## src/exec_defs.svh

```systemverilog
`ifndef EXEC_DEFS_SVH
`define EXEC_DEFS_SVH

// cluster shape
`define EXEC_NUM_LANES  4
`define EXEC_LANE_DEPTH 3  // register stages per lane
`define EXEC_ROB_DEPTH  8  // keep a power of two

// widths
`define EXEC_DATA_W 32
`define EXEC_TAG_W  3  // log2 of rob depth

`endif
```

## src/exec_pkg.sv

```systemverilog
package exec_pkg;

  // opcodes, mul keeps the low word
  typedef enum logic [2:0] {
    op_add,
    op_sub,
    op_and,
    op_xor,
    op_mul
  } alu_op_t;

  // reorder entry life cycle
  typedef enum logic [1:0] {
    st_empty,
    st_waiting,
    st_done
  } entry_state_t;

endpackage

```

## src/issue_dispatch.sv

```systemverilog
`timescale 1ns/1ns
`include "exec_defs.svh"

module issue_dispatch (
  input                                clock,
  input                                reset,
  // issue side
  input                                issue_valid,
  input  exec_pkg::alu_op_t            issue_op,
  input        [`EXEC_DATA_W-1:0]      issue_a,
  input        [`EXEC_DATA_W-1:0]      issue_b,
  output logic                         issue_ready,
  // reorder buffer
  input                                rob_full,
  input        [`EXEC_TAG_W-1:0]       alloc_tag,
  output logic                         alloc,
  // lanes
  output logic [`EXEC_NUM_LANES-1:0]   lane_valid,
  output exec_pkg::alu_op_t            lane_op,
  output logic [`EXEC_DATA_W-1:0]      lane_a,
  output logic [`EXEC_DATA_W-1:0]      lane_b,
  output logic [`EXEC_TAG_W-1:0]       lane_tag
);

  localparam int LANE_W = (`EXEC_NUM_LANES > 1) ? $clog2(`EXEC_NUM_LANES) : 1;
  localparam logic [LANE_W-1:0] LAST_LANE = LANE_W'(`EXEC_NUM_LANES - 1);

  logic              accept;
  logic [LANE_W-1:0] lane_ptr_q;

  assign issue_ready = !rob_full;
  assign accept      = issue_valid && !rob_full;
  assign alloc       = accept;  // one strobe per accepted op

  //////////////////////////////////////////////////
  // round robin steering
  //////////////////////////////////////////////////
  always_ff @(posedge clock) begin
    if (reset) begin
      lane_ptr_q <= '0;
      lane_valid <= '0;
    end else begin
      lane_valid <= '0;
      if (accept) begin
        lane_valid[lane_ptr_q] <= 1'b1;
        if (lane_ptr_q == LAST_LANE) begin
          lane_ptr_q <= '0;
        end else begin
          lane_ptr_q <= lane_ptr_q + 1'b1;
        end
      end
    end
  end

  // operation register, shared by every lane
  always_ff @(posedge clock) begin
    if (accept) begin
      lane_op  <= issue_op;
      lane_a   <= issue_a;
      lane_b   <= issue_b;
      lane_tag <= alloc_tag;  // tail slot from the rob
    end
  end

endmodule

```

## config.mk

```make
export PLATFORM = sky130hd
export DESIGN_NAME = issue_dispatch
export DESIGN_NICKNAME = d
export VERILOG_FILES = /design/src/exec_pkg.sv /design/src/issue_dispatch.sv
export VERILOG_INCLUDE_DIRS = /design/src
export SDC_FILE = /design/constraint.sdc
export NUM_CORES = 1
export LEC_CHECK = 0
export ABC_AREA = 1
export BUFFER_PORTS_ARGS = -buffer_cell sky130_fd_sc_hd__buf_2
export CORE_UTILIZATION = 38
export DETAILED_ROUTE_END_ITERATION = 10
export PLACE_DENSITY = 0.76
export SETUP_SLACK_MARGIN = 0.3
export SKIP_LAST_GASP = 1
export SLEW_MARGIN = 5
export SYNTH_ARGS = -nofsm -noshare
export SYNTH_HDL_FRONTEND = slang
export SYNTH_SLANG_ARGS = --single-unit
```

## constraint.sdc

```tcl
create_clock -name clock -period 1.9 [get_ports clock]
set_input_delay 0.38 -clock clock [delete_from_list [all_inputs] [get_ports clock]]
set_output_delay 0.38 -clock clock [all_outputs]
set_load 0.01 [all_outputs]
```

==> impl_metrics.tcl <==
set metrics [dict create \
    ys_seq_area_share_pct 93.3 \
    final_core_util_pct 57.0 \
    post-route-period-util_pct 65.9 \
    antenna_found_initial 0 \
    grt_first_pass_wirelength_um 6830 \
    critPathMaxFanout 1 \
    sw_frac_of_total_pct 21.5 \
    remaining_drc_errors 0 \
    grt_max_degree 41 \
    clockRootBuffer "clkbuf_8" \
    peakVddDrop_mv 0.469 \
    cts-hold-fix-buffers 0 \
    setup_violations 0 \
    htree_levels 3 \
    ys_ff_latch 76 \
    holdPathEnd "lane_a[9]" \
    path_class "reg -> out" \
    cap_violations 0 \
    p_leak_nw 1.49 \
    synth_cells 106 \
    io_pins 150 \
    rows 28 \
    post_drt_wl_per_cell_um 13.7 \
    cts_max_path_buffers 2 \
    post-place-ws_ps 408 \
    clkLatencyLatePin_ps 330 \
    internal_power_mw 2.54 \
    power_density_mw_per_mm2 948 \
    coreArea_mm2 0.00599 \
    synth.largest_area_cell "edfxtp_1" \
    finalNetCount 346 \
    drt_pass1_iterations 4 \
    place_inst 332 \
    synth_top_area_share_pct 88.3 \
    synth_area_mm2 0.00238 \
    synth_area_per_cell_um2 22.5 \
    place_area_mm2 0.00326 \
    max_stage_delay_ps 390 \
    required_ps 1520 \
    grt_util_all_layers_pct 15.1 \
    setup_ws_ps 647 \
    fillCellCount 504 \
    die_width_um 81.2 \
    critical_path.top_delay_family "flip-flops" \
    critPathBufInv 1 \
    yosys_warnings 0 \
    rsz0062_at_grt "false" \
    hold_depth 1 \
    crit_arrival_ps 870 \
    diodes 0 \
    die-area_mm2 0.00659 \
    ant_nets 0 \
    comb_power_share_pct 9.0 \
    r2r_end "lane_ptr_q[1]" \
    place_congestion 0.736 \
    cts.sinks 76 \
    fin_cells 348 \
    finalPower_mw 3.24 \
    port-buffer-count 149 \
    seq_area_mm2 0.00222 \
    slowest_stage "edfxtp_1" \
    relSlewSlack_pct 72.9 \
    timing.fmax_mhz 798 \
    switching_power_mw 0.697 \
    wirelength_um 4760 \
    synth.area.top_cells "edfxtp_1 88%, dfxtp_1 5.0%, ha_1 2.1%" \
    synthTopCellsByCount "70 x edfxtp_1, 9 x inv_1, 9 x nor2_1, 6 x dfxtp_1" \
    finalInstanceArea_mm2 0.00341 \
    worstSetupEndpointType "primary output" \
    regToRegSetupSlack_ps 820 \
    area_delta_synth_final_pct 43.3 \
    hp-class "in -> reg" \
    start_util_pct 39.7 \
    routed-via-count 1471 \
    layout-drive-gt1-share_pct 60.1 \
    cts_tree "yes" \
    die_y_um 81.2 \
    r2r_cells 6 \
    min_from "issue_a[9]" \
    crit_path_start_kind "flop" \
    synth_edf_count 70 \
    period_needed_ps 1250 \
    grt.overflow.total 0 \
    path_clk_slew_ps 70 \
    hpwl_um 3570 \
    synth-main-ff-cell "edfxtp_1" \
    finalHoldViolations 0 \
    critical_path_depth 1 \
    path_cells "buf_2" \
    tightest_slew_ps 407 \
    yosysUniqueCellTypes 10 \
    reg2reg_from "lane_ptr_q[0]" \
    status "complete, no violations" \
    synth_fp_nets 184 \
    setup_tns_ps 0 \
    clock_skew_ps 6.92 \
    cts-resized-gates 0 \
    grt_pass1_vias 1446 \
    postCtsSetupBuffers 0 \
    cts-buffers-inserted 9 \
    initialDrtViolationCount 67 \
    async_flop_share_pct 0 \
    seqPwrFrac_pct 60.9 \
    vias_per_cell 4.23 \
    timing.final.max_slew_violations 0 \
    multi_input_area_um2 121 \
    holdWs_ps 217 \
    yosysMostFrequentCell "edfxtp_1" \
    clkPwrFrac_pct 30.0 \
]
-- cells in the final DEF (no fill, tap or decap) --
| cell | netlist | final |
|---|---|---|
| nand3_1 | 1 | 1 |
| buf_2 | 0 | 149 |
| buf_12 | 0 | 1 |
| ha_1 | 4 | 4 |
| nor2_1 | 9 | 9 |
| edfxtp_1 | 70 | 70 |
| inv_1 | 9 | 9 |
| clkinv_2 | 0 | 1 |
| clkinv_1 | 0 | 3 |
| nand2_1 | 4 | 4 |
| buf_4 | 0 | 1 |
| clkbuf_8 | 0 | 9 |
| nor2_4 | 1 | 1 |
| inv_12 | 0 | 1 |
| nand2_2 | 1 | 1 |
| dfxtp_1 | 6 | 6 |
| clkbuf_1 | 0 | 3 |
-- worst max-delay path by stage --
stage	startpoint	to	slack [ps]
global placement	issue_valid	lane_a[5]	450
floorplan	issue_valid	lane_a[0]	-3
detailed placement	issue_valid	lane_op[1]	410
finish	lane_a[16]	lane_a[16]	650
CTS	lane_a[16]	lane_a[16]	620
global route	lane_tag[2]	lane_tag[2]	590
-- logic make-up (layout without fill, tap and decap cells) --
group / after synthesis / after routing / share of synthesized area (%)
fa+ha+maj: 4 / 4 / 2.10
simple gates: 16 / 16 / 2.99
buf+inv: 10 / 177 / 1.58
flops: 76 / 76 / 93.3
-- power by group through the flow --
stage                     Combinational (mW)  Sequential, mW  Clock [mW]
after floorplan                       0.0438            2.07           0
after global placement                 0.288            2.00           0
after detailed placement               0.298            2.01           0
after CTS                              0.298            1.97        1.02
after global routing                   0.322            1.98        1.08
final                                  0.293            1.97       0.971
-- routing by layer --
metal	track usage, %	wire [um]	vias up
met5	0	0	-
li1	-	-	709
met1	17.1	1860	651
met2	23.3	2240	105
met4	8.75	57	0
met3	7.19	599	6
-- state kept, by name, indices dropped and copies added (netlist names) --
signal	cells
lane_a	32
lane_b	32
lane_op	3
lane_ptr_q	2
lane_tag	3
lane_valid	4
-- cell type report --
| class | count | share of cell area, % |
|---|---|---|
| tap | 75 | 2.75 |
| clock buffer | 12 | 3.96 |
| sequential | 76 | 65.1 |
| multi-input combinational | 20 | 3.56 |
| inverter | 10 | 1.47 |
| clock inverter | 4 | 0.477 |
| timing repair buffer | 151 | 22.7 |
(Power assumes the default switching activity.)
