`config.mk`:
```
export PLATFORM = sky130hd
export DESIGN_NAME = exec_lane
export DESIGN_NICKNAME = d
export VERILOG_FILES = /design/src/exec_pkg.sv /design/src/exec_lane.sv
export VERILOG_INCLUDE_DIRS = /design/src
export SDC_FILE = /design/constraint.sdc
export NUM_CORES = 1
export LEC_CHECK = 0
export BUFFER_PORTS_ARGS = -buffer_cell sky130_fd_sc_hd__clkbuf_2
export CELL_PAD_IN_SITES_DETAIL_PLACEMENT = 1
export CELL_PAD_IN_SITES_GLOBAL_PLACEMENT = 2
export CORE_AREA = 4 4 231 233
export CTS_CLUSTER_SIZE = 25
export DETAILED_ROUTE_END_ITERATION = 6
export DIE_AREA = 0 0 235 237
export GPL_TIMING_DRIVEN = 0
export PLACE_DENSITY = 0.95
export SLEW_MARGIN = 20
export SYNTH_ARGS = -nofsm -noshare
export SYNTH_HDL_FRONTEND = slang
export SYNTH_SLANG_ARGS = --single-unit
```
`constraint.sdc`:
```
create_clock -name clock -period 15.5 [get_ports clock]
set_input_delay 3.875 -clock clock [delete_from_list [all_inputs] [get_ports clock]]
set_output_delay 3.875 -clock clock [all_outputs]
set_load 0.02 [all_outputs]
```
`src/exec_defs.svh`:
```
`ifndef EXEC_DEFS_SVH
`define EXEC_DEFS_SVH

// cluster shape
`define EXEC_NUM_LANES  4
`define EXEC_LANE_DEPTH 3  // register stages per lane
`define EXEC_ROB_DEPTH  8  // keep a power of two

// widths
`define EXEC_DATA_W 32
`define EXEC_TAG_W  3  // log2 of rob depth

`endif
```
`src/exec_pkg.sv`:
```
package exec_pkg;

  // opcodes, mul keeps the low word
  typedef enum logic [2:0] {
    op_add,
    op_sub,
    op_and,
    op_xor,
    op_mul
  } alu_op_t;

  // reorder entry life cycle
  typedef enum logic [1:0] {
    st_empty,
    st_waiting,
    st_done
  } entry_state_t;

endpackage

```
`src/exec_lane.sv`:
```
`timescale 1ns/1ns
`include "exec_defs.svh"

module exec_lane (
  input                            clock,
  input                            reset,
  // from dispatcher
  input                            in_valid,
  input  exec_pkg::alu_op_t        in_op,
  input        [`EXEC_DATA_W-1:0]  in_a,
  input        [`EXEC_DATA_W-1:0]  in_b,
  input        [`EXEC_TAG_W-1:0]   in_tag,
  // to reorder buffer
  output logic                     out_valid,
  output logic [`EXEC_TAG_W-1:0]   out_tag,
  output logic [`EXEC_DATA_W-1:0]  out_data
);

  localparam int DEPTH = `EXEC_LANE_DEPTH;

  // stage 0 holds the operation, later stages hold the result
  logic [DEPTH-1:0]        v_q;
  logic [`EXEC_TAG_W-1:0]  tag_q [DEPTH];
  exec_pkg::alu_op_t       op_q;
  logic [`EXEC_DATA_W-1:0] a_q;
  logic [`EXEC_DATA_W-1:0] b_q;
  logic [`EXEC_DATA_W-1:0] res_q [1:DEPTH-1];

  function automatic logic [`EXEC_DATA_W-1:0] alu_calc(
    input exec_pkg::alu_op_t       op,
    input logic [`EXEC_DATA_W-1:0] a,
    input logic [`EXEC_DATA_W-1:0] b
  );
    logic [`EXEC_DATA_W-1:0] r;
    case (op)
      exec_pkg::op_add: r = a + b;
      exec_pkg::op_sub: r = a - b;
      exec_pkg::op_and: r = a & b;
      exec_pkg::op_xor: r = a ^ b;
      exec_pkg::op_mul: r = a * b;  // low word only
      default:          r = '0;
    endcase
    return r;
  endfunction

  //////////////////////////////////////////////////
  // valid shift chain
  //////////////////////////////////////////////////
  always_ff @(posedge clock) begin
    if (reset) begin
      v_q <= '0;
    end else begin
      v_q <= {v_q[DEPTH-2:0], in_valid};
    end
  end

  // payload, loaded only for this lane's slot
  always_ff @(posedge clock) begin
    if (in_valid) begin
      tag_q[0] <= in_tag;
      op_q     <= in_op;
      a_q      <= in_a;
      b_q      <= in_b;
    end
    tag_q[1] <= tag_q[0];
    res_q[1] <= alu_calc(op_q, a_q, b_q);
    for (int s = 2; s < DEPTH; s++) begin
      tag_q[s] <= tag_q[s-1];
      res_q[s] <= res_q[s-1];
    end
  end

  assign out_valid = v_q[DEPTH-1];
  assign out_tag   = tag_q[DEPTH-1];
  assign out_data  = res_q[DEPTH-1];

endmodule

```
==> flow_metrics.tcl <==
set metrics [dict create \
    status "finished clean" \
    wirelength_um 89110 \
    synth-edff-count 70 \
    report.final.slew_viol_count 0 \
    place_area_sq_mm 0.02427 \
    ff2ff_path_depth 23 \
    nNetsFinal 3160 \
    final_cells 3191 \
    via_per_inst 5.759 \
    area_growth_pct 9.129 \
    syn_avg_cell_area_sq_um 9.671 \
    slowest_delay_ns 0.84 \
    worst_pin_slew_ns 1.186 \
    hold_buffers 0 \
    cap_violations 0 \
    synth_area_sq_mm 0.02283 \
    crit_start "b_q[5]$_DFFE_PP_" \
    h-tree-depth 4 \
    cp_common_cell "fa_1" \
    ys.flop_type "dfxtp_1" \
    num_io_pins 109 \
    seq_area_frac_synth_pct 15.61 \
    grt_start_max_net_pins 51 \
    fin_crit_sh_pct 59.86 \
    crit_chain "clkbuf_1 > clkbuf_1 > and2_1 > fa_1 > fa_1 > fa_1 > inv_1 > fa_1 > inv_1 > ha_1 > ha_1 > fa_1 > fa_1 > ha_1 > a21o_1 > a2111o_1 > a221oi_1 > a21oi_1 > o21bai_1 > a21oi_1 > o41ai_1 > xnor2_1 > a221o_1" \
    period_minus_slack_ns 9.278 \
    crit_end "res_q[1][30]$_DFF_P_" \
    synth_cell_types 69 \
    numCtsBuffers 17 \
    hpwl_um 71060 \
    fmax_mhz 107.8 \
    final_area_sq_mm 0.02492 \
    criticalPathCategory "flip-flop to flip-flop" \
    port_buffers 108 \
    die_h_um 237 \
    place_inst 3151 \
    wl_per_cell_um 27.92 \
    routabilityCongestion 1.016 \
    die_x_um 235 \
    grt_pass1_vias 20487 \
    cts_resized 0 \
    rows 83 \
    drc 0 \
    cp.arrival_ns 9.64 \
    cts.reportedPaths.clkPinSlew_ns 0.08 \
    crit_required_ns 15.86 \
    grt_usage_pct 32.18 \
    dr.pass1.iters 5 \
    drtIter0Drc 1650 \
    layout_setup_ws_ns 6.222 \
    r2r_slack_ns 6.22 \
    antenna_left 0 \
    r2r_end "res_q[1][30]$_DFF_P_" \
    cts.sinks 143 \
    vias 18377 \
    cts_tree "yes" \
    initial_core_util_pct 44.60 \
    clockBufferDepth 2 \
    skew_ns 0.04680 \
    hold_path.class "flip-flop to flip-flop" \
    rsz0062_at_grt "false" \
    design.core.area_sq_mm 0.05120 \
    synthCells 2361 \
    drive_gt1_share_pct 7.069 \
    syn-num-nets 3030 \
    cp-start-kind "flip-flop" \
    fin_tns_setup_ns 0 \
    rr_startpoint "b_q[5]$_DFFE_PP_" \
    cp-end-kind "flip-flop" \
    critical_path_peak_fanout 10 \
    post-cts-setup-buffers 0 \
    overflow 0 \
    critPathSlowestCell "clkbuf_1" \
    root_buffer "clkbuf_16" \
    post-place-ws_ns 6.377 \
    fp.dieArea_sq_mm 0.05570 \
    antenna_found_initial 5 \
    synthArstFlopShare_pct 0 \
    grt_pass1_wl_um 131800 \
    finalSetupViolCount 0 \
    finalHoldViolCount 0 \
    relSlewSlack_pct 20.94 \
    yosys_warnings 0 \
    synth-seq-cells 143 \
    clk_latency_ns 0.51 \
]
## synth_stat cells (all sizes together), types with 50 or more instances
cell type / instances / share of area, %
clkbuf: 110 / 1.8
ha: 187 / 10
edfxtp: 70 / 9.2
a21oi: 53 / 1.2
nand2: 253 / 4.2
xor2: 50 / 1.9
nor2: 55 / 0.90
fa: 409 / 36
and2: 306 / 8.4
xnor2: 85 / 3.3
dfxtp: 73 / 6.4
inv: 397 / 6.5
## layout make-up
type	instances	area [sq um]
fillers	5873	26280
multi-input cells	1699	17290
repair buffers	111	593.1
clock buffers	17	425.4
clock inverters	15	190.2
well taps	680	850.8
plain buffers	122	496.7
flip-flops and latches	143	3563
diodes	7	17.52
inverters	397	1490
## worst min-delay path by stage
stage,from,to,slack [ns],depth (start not counted)
after floorplan,res_q[1][0]$_DFF_P_,res_q[2][0]$_DFF_P_,0.31,0
after global placement,res_q[1][18]$_DFF_P_,res_q[2][18]$_DFF_P_,0.31,0
after detailed placement,res_q[1][17]$_DFF_P_,res_q[2][17]$_DFF_P_,0.31,0
after CTS,res_q[1][7]$_DFF_P_,res_q[2][7]$_DFF_P_,0.33,0
after global routing,res_q[1][20]$_DFF_P_,res_q[2][20]$_DFF_P_,0.33,0
final,res_q[1][29]$_DFF_P_,res_q[2][29]$_DFF_P_,0.33,0
## routing by layer
metal,up-vias,part of all wire (%),GRT usage (%)
met5,-,0.015,0
met4,2,8.4,22.00
met3,317,8.4,7.128
met2,965,45,50.86
met1,9493,38,39.50
li1,7600,-,-
## per-stage QoR
| stage | util, % | hold WS (ns) |
|---|---|---|
| after detailed placement | 47.41 | 0.3135 |
| after global placement | 47.32 | 0.3123 |
| after CTS | 48.62 | 0.3266 |
| after global routing | 48.64 | 0.3312 |
| after floorplan | - | 0.3096 |
| final | 48.67 | 0.3290 |
## state kept, by name, summed over array words and instances (netlist names)
register  cells
v_q           3
b_q          32
a_q          32
op_q          3
res_q        64
tag_q         9
## cell families after synthesis
family | share of synthesized area, %
multiplexers | 1.595
flip-flops | 15.61
adder cells (fa/ha/maj) | 46.10
AO/OA/AOI/OAI | 6.844
buffers and inverters | 8.668
AND/OR/NAND/NOR | 15.91
XOR/XNOR | 5.277
## critical path, delay by kind of cell, from the launching register on
kind            cells  cell delay [ns]
fa+ha+maj           9             3.91
buf+inv             4             1.64
compound gates      8             2.65
simple gates        1             0.27
xor+xnor            1             0.21
flops               1             0.43
## cell usage in the layout (no fill, tap or decap), types with 33 or more instances in the layout
cell        n
fa_1      409
inv_1     397
and2_1    303
nand2_1   253
ha_1      187
clkbuf_2  114
clkbuf_1  103
xnor2_1    85
dfxtp_1    73
edfxtp_1   70
nor2_1     55
a21oi_1    53
xor2_1     50
o21ai_0    45
a21o_1     38
mux2i_1    33
Power is left out: the tool's default activity adds up to more than one toggle a clock period on the data nets, which glitch-free logic cannot reach.
