[src/exec_defs.svh]
`ifndef EXEC_DEFS_SVH
`define EXEC_DEFS_SVH

// cluster shape
`define EXEC_NUM_LANES  4
`define EXEC_LANE_DEPTH 3  // register stages per lane
`define EXEC_ROB_DEPTH  8  // keep a power of two

// widths
`define EXEC_DATA_W 32
`define EXEC_TAG_W  3  // log2 of rob depth

`endif
[src/exec_pkg.sv]
package exec_pkg;

  // opcodes, mul keeps the low word
  typedef enum logic [2:0] {
    op_add,
    op_sub,
    op_and,
    op_xor,
    op_mul
  } alu_op_t;

  // reorder entry life cycle
  typedef enum logic [1:0] {
    st_empty,
    st_waiting,
    st_done
  } entry_state_t;

endpackage

[src/reorder_buffer.sv]
`timescale 1ns/1ns
`include "exec_defs.svh"

module reorder_buffer (
  input                                                 clock,
  input                                                 reset,
  // allocation
  input                                                 alloc,
  output logic [`EXEC_TAG_W-1:0]                        alloc_tag,
  output logic                                          rob_full,
  // completions, one slot per lane
  input        [`EXEC_NUM_LANES-1:0]                    done_valid,
  input        [`EXEC_NUM_LANES-1:0][`EXEC_TAG_W-1:0]   done_tag,
  input        [`EXEC_NUM_LANES-1:0][`EXEC_DATA_W-1:0]  done_data,
  // retirement
  input                                                 retire_stall,
  output logic                                          retire_valid,
  output logic [`EXEC_TAG_W-1:0]                        retire_tag,
  output logic [`EXEC_DATA_W-1:0]                       retire_data
);

  localparam logic [`EXEC_TAG_W:0] FULL_COUNT = `EXEC_ROB_DEPTH;

  exec_pkg::entry_state_t  state_q [`EXEC_ROB_DEPTH];
  logic [`EXEC_DATA_W-1:0] data_q  [`EXEC_ROB_DEPTH];

  logic [`EXEC_TAG_W-1:0]  head_q;
  logic [`EXEC_TAG_W-1:0]  tail_q;
  logic [`EXEC_TAG_W-1:0]  head_nxt;
  logic [`EXEC_TAG_W:0]    count_q;
  logic                    head_rdy_q;  // head seen done one cycle earlier
  logic                    retire;

  assign alloc_tag = tail_q;
  assign rob_full  = (count_q == FULL_COUNT);
  assign head_nxt  = head_q + 1'b1;  // wraps, depth is a power of two

  //////////////////////////////////////////////////
  // retire port
  //////////////////////////////////////////////////
  assign retire       = head_rdy_q && !retire_stall;
  assign retire_valid = retire;
  assign retire_tag   = head_q;
  assign retire_data  = data_q[head_q];

  // pointers and occupancy
  always_ff @(posedge clock) begin
    if (reset) begin
      head_q     <= '0;
      tail_q     <= '0;
      count_q    <= '0;
      head_rdy_q <= 1'b0;
    end else begin
      if (alloc) begin
        tail_q <= tail_q + 1'b1;
      end
      if (retire) begin
        head_q     <= head_nxt;
        head_rdy_q <= (state_q[head_nxt] == exec_pkg::st_done);
      end else begin
        head_rdy_q <= (state_q[head_q] == exec_pkg::st_done);
      end
      case ({alloc, retire})
        2'b10:   count_q <= count_q + 1'b1;
        2'b01:   count_q <= count_q - 1'b1;
        default: count_q <= count_q;  // both or neither
      endcase
    end
  end

  //////////////////////////////////////////////////
  // entry state
  //////////////////////////////////////////////////
  always_ff @(posedge clock) begin
    if (reset) begin
      for (int i = 0; i < `EXEC_ROB_DEPTH; i++) begin
        state_q[i] <= exec_pkg::st_empty;
      end
    end else begin
      if (alloc) begin
        state_q[tail_q] <= exec_pkg::st_waiting;
      end
      // several lanes may finish together
      for (int l = 0; l < `EXEC_NUM_LANES; l++) begin
        if (done_valid[l]) begin
          state_q[done_tag[l]] <= exec_pkg::st_done;
        end
      end
      if (retire) begin
        state_q[head_q] <= exec_pkg::st_empty;
      end
    end
  end

  // result storage
  always_ff @(posedge clock) begin
    for (int l = 0; l < `EXEC_NUM_LANES; l++) begin
      if (done_valid[l]) begin
        data_q[done_tag[l]] <= done_data[l];
      end
    end
  end

endmodule

[config.mk]
export PLATFORM = sky130hd
export DESIGN_NAME = reorder_buffer
export DESIGN_NICKNAME = d
export VERILOG_FILES = /design/src/exec_pkg.sv /design/src/reorder_buffer.sv
export VERILOG_INCLUDE_DIRS = /design/src
export SDC_FILE = /design/constraint.sdc
export NUM_CORES = 1
export LEC_CHECK = 0
export BUFFER_PORTS_ARGS = -buffer_cell sky130_fd_sc_hd__buf_4
export CELL_PAD_IN_SITES_DETAIL_PLACEMENT = 0
export CELL_PAD_IN_SITES_GLOBAL_PLACEMENT = 1
export CORE_MARGIN = 2
export CORE_UTILIZATION = 44
export DETAILED_ROUTE_END_ITERATION = 10
export PLACE_DENSITY = 0.74
export SYNTH_ARGS = -nofsm -noshare
export SYNTH_HDL_FRONTEND = slang
export SYNTH_SLANG_ARGS = --single-unit
[constraint.sdc]
create_clock -name clock -period 1.95 [get_ports clock]
set_input_delay 0.195 -clock clock [delete_from_list [all_inputs] [get_ports clock]]
set_output_delay 0.195 -clock clock [all_outputs]
set_load 0.05 [all_outputs]
==> flow_metrics.tcl <==
set metrics [dict create \
    row_count 78 \
    yosys_warnings 0 \
    worstPathArrival_ps 2230 \
    reg2reg_from "head_rdy_q" \
    syn_to_final_growth_pct 21.0 \
    grt_max_degree 65 \
    worstPathRequired_ps 1750 \
    finalCoreUtilization 0.538 \
    postRouteAntennaNets 0 \
    clkTransAtPathRegs_ps 60 \
    cts_tree "built" \
    highest_layer "met5" \
    grt_pass1_vias 16088 \
    vias 16310 \
    synthTopCellsByArea "edfxtp_1 (38%), mux2i_1 (13%), a211oi_1 (9.7%)" \
    rr_endpoint "count_q[3]" \
    rrSetupSlack_ps 100 \
    max_freq_ghz 0.412 \
    grt.overflow.total 0 \
    drv_slew 0 \
    placed_area_mm2 0.0225 \
    wl_um 69900 \
    hp-class "input pin to register" \
    cts.sink_count 286 \
    netSwitchingFraction 0.277 \
    yosys.area.top_type "edfxtp_1" \
    cts_buffer_depth 3 \
    setup_viol_count_final 32 \
    cpPeakStageDelay_ps 510 \
    core_area_mm2 0.0453 \
    root_buffer "clkbuf_16" \
    worstSetupPathDepth 5 \
    combPwrFrac 0.216 \
    syn-cell-area_mm2 0.0202 \
    grt_antenna_before_repair 3 \
    worst-slew-pin-transition_ps 519 \
    start_util 0.445 \
    synth_edf_count 256 \
    fin_crit_sh 1.24 \
    syn_avg_cell_area_um2 10.6 \
    worstSetupEndpointType "output port" \
    cts_buffers 37 \
    seqPwrFrac 0.428 \
    fin_crit_ps 2430 \
    track_usage 0.290 \
    power_switching_mw 4.96 \
    intPower_mw 13.0 \
    mostFrequentLayoutCells "nor2_1 (273), a211oi_1 (260), mux2i_1 (259)" \
    wl_met1_um 29100 \
    firstDrtPassIters 5 \
    hold_violations 0 \
    ff2ff_path_depth 5 \
    fillers 3986 \
    status "finished with violations" \
    met3WireLength_um 5570 \
    rsz0062_at_grt "true" \
    clkLatencyLatePin_ps 540 \
    drt_iter0_markers 1413 \
    crit_slowest_cell "mux4_2" \
    hold-worst-slack_ps 25.7 \
    syn-instance-count 1894 \
    crit_chain "buf_12 -> buf_16 -> mux4_2 -> mux2_4 -> buf_6" \
    die_w_um 218 \
    wl_met2_um 32900 \
    vias_per_cell 6.28 \
    slew_headroom 0.652 \
    clkPwrFrac 0.356 \
    syn_nets 2047 \
    crit_type "register to output port" \
    path_max_fanout 9 \
    cp_top_family "multiplexers" \
    seq_area_frac_synth 0.411 \
    ir_worst_vdd_v 0.000459 \
    p_leak_nw 10.4 \
    drv_cap 0 \
    die-area_mm2 0.0475 \
    layout-drive-gt1-share 0.252 \
    num_io_pins 188 \
    crit_end "retire_data[7]" \
    nNetsFinal 2126 \
    io_buffers 187 \
    power.density_mw_per_mm2 735 \
    synth_flop_cell "edfxtp_1" \
    htree_levels 2 \
    ys_types 52 \
    synth_top_area_share 0.381 \
    fin_skew_ps 8.49 \
    timing.final.ws_setup_ps -476 \
    cp_num_buf_inv 3 \
    grt_pass1_wl_um 103000 \
    ys_seq_elements 286 \
    final_area_mm2 0.0244 \
    fp.dieH_um 218 \
    layout_commonest_cell "nor2_1" \
    violations "negative setup slack" \
    synthArstFlopShare 0 \
    cp-start-kind "register" \
    gp_congestion 0.820 \
    drcViolationCount 0 \
    hpwl_um 43600 \
    wl_per_cell_um 26.9 \
]
[how the worst min path moves through the flow]
stage / slack [ps] / cells past startpoint / endpoint / from
after detailed placement: 480 / 2 / state_q[6][1] / state_q[6][1]
after global routing: 7 / 2 / data_q[2][21] / done_data[117]
after global placement: 470 / 2 / state_q[6][1] / state_q[6][1]
after floorplan: 400 / 2 / head_rdy_q / reset
final: 30 / 2 / data_q[3][21] / done_data[117]
after CTS: 0.4 / 2 / data_q[2][21] / done_data[117]
[synthesized netlist by cell type (all sizes together) (3+ instances only)]
library cell / instances
nor2: 277
a211oi: 260
mux2i: 259
a21o: 256
edfxtp: 256
clkbuf: 154
buf: 146
mux4: 66
mux2: 32
dfxtp: 30
inv: 18
nand2: 15
nor2b: 14
a21oi: 8
nand2b: 8
o21ai: 8
nand4b: 7
o22ai: 7
a221oi: 6
o221a: 6
xor2: 6
ha: 5
nor3b: 5
a2111oi: 4
and4bb: 3
nand4: 3
nand4bb: 3
nor3: 3
or3b: 3
[metrics by stage]
step           TNS, ps  setup WS [ps]  power (mW)  cells
3_3_place_gp     -15.9          -12.0        11.4   2491
3_5_place_dp     -50.8          -23.9        11.4   2491
2_1_floorplan     -147           -147        10.1   1894
5_1_grt         -15870           -528        18.5   2597
4_1_cts         -14410           -496        17.9   2593
6_report        -14050           -476        17.9   2598
[power by group through the flow]
| stage | Clock [mW] | Sequential (mW) | Combinational (mW) |
|---|---|---|---|
| CTS | 6.46 | 7.68 | 3.79 |
| floorplan | 0 | 7.72 | 2.38 |
| finish | 6.39 | 7.67 | 3.87 |
| global placement | 0 | 7.79 | 3.56 |
| detailed placement | 0 | 7.80 | 3.61 |
| global route | 6.69 | 7.73 | 4.10 |
[repair_timing]
| item | 4_1_cts | 5_1_grt |
|---|---|---|
| resized for setup | 46 | 26 |
| endpoints found under the hold margin | 212 | 0 |
| hold buffers | 33 | 0 |
| pin swaps | 0 | 1 |
| endpoints found under the setup margin | 33 | 34 |
| setup buffers | 6 | 1 |
| gates cloned | 0 | 3 |
[cell type report]
type	count	area, µm²	share of cell area
Antenna cell	1	2.50	0.000103
Clock buffer	52	1050	0.0429
Clock inverter	11	56.3	0.00231
Inverter	18	67.6	0.00277
Multi-Input combinational cell	1290	10700	0.437
Sequential cell	286	8300	0.340
Tap cell	600	751	0.0308
Timing Repair Buffer	340	3510	0.144
[cells by family (layout without fill, tap and decap cells)]
logic type | after synthesis | after routing | share of synthesized area
AOI/OAI and AO/OA | 561 | 561 | 0.210
muxes | 357 | 357 | 0.220
buffers and inverters | 318 | 421 | 0.0719
DFF | 286 | 286 | 0.411
adders and majority gates | 5 | 5 | 0.00310
other | 0 | 1 | 0
xor gates and xnor gates | 8 | 8 | 0.00348
and+or+nand+nor | 359 | 359 | 0.0803
[state kept, by name, indices dropped and copies added, names as in the netlist, named ones only]
name / cells
count_q: 4
retire_tag: 3
head_rdy_q: 1
alloc_tag: 3
state_q: 16
data_q: 256
[metal layers]
metal,track usage,up-vias
li1,-,7300
met1,0.393,8098
met2,0.471,746
met3,0.0506,160
met4,0.0930,6
met5,0,-
(Power assumes the default switching activity.)
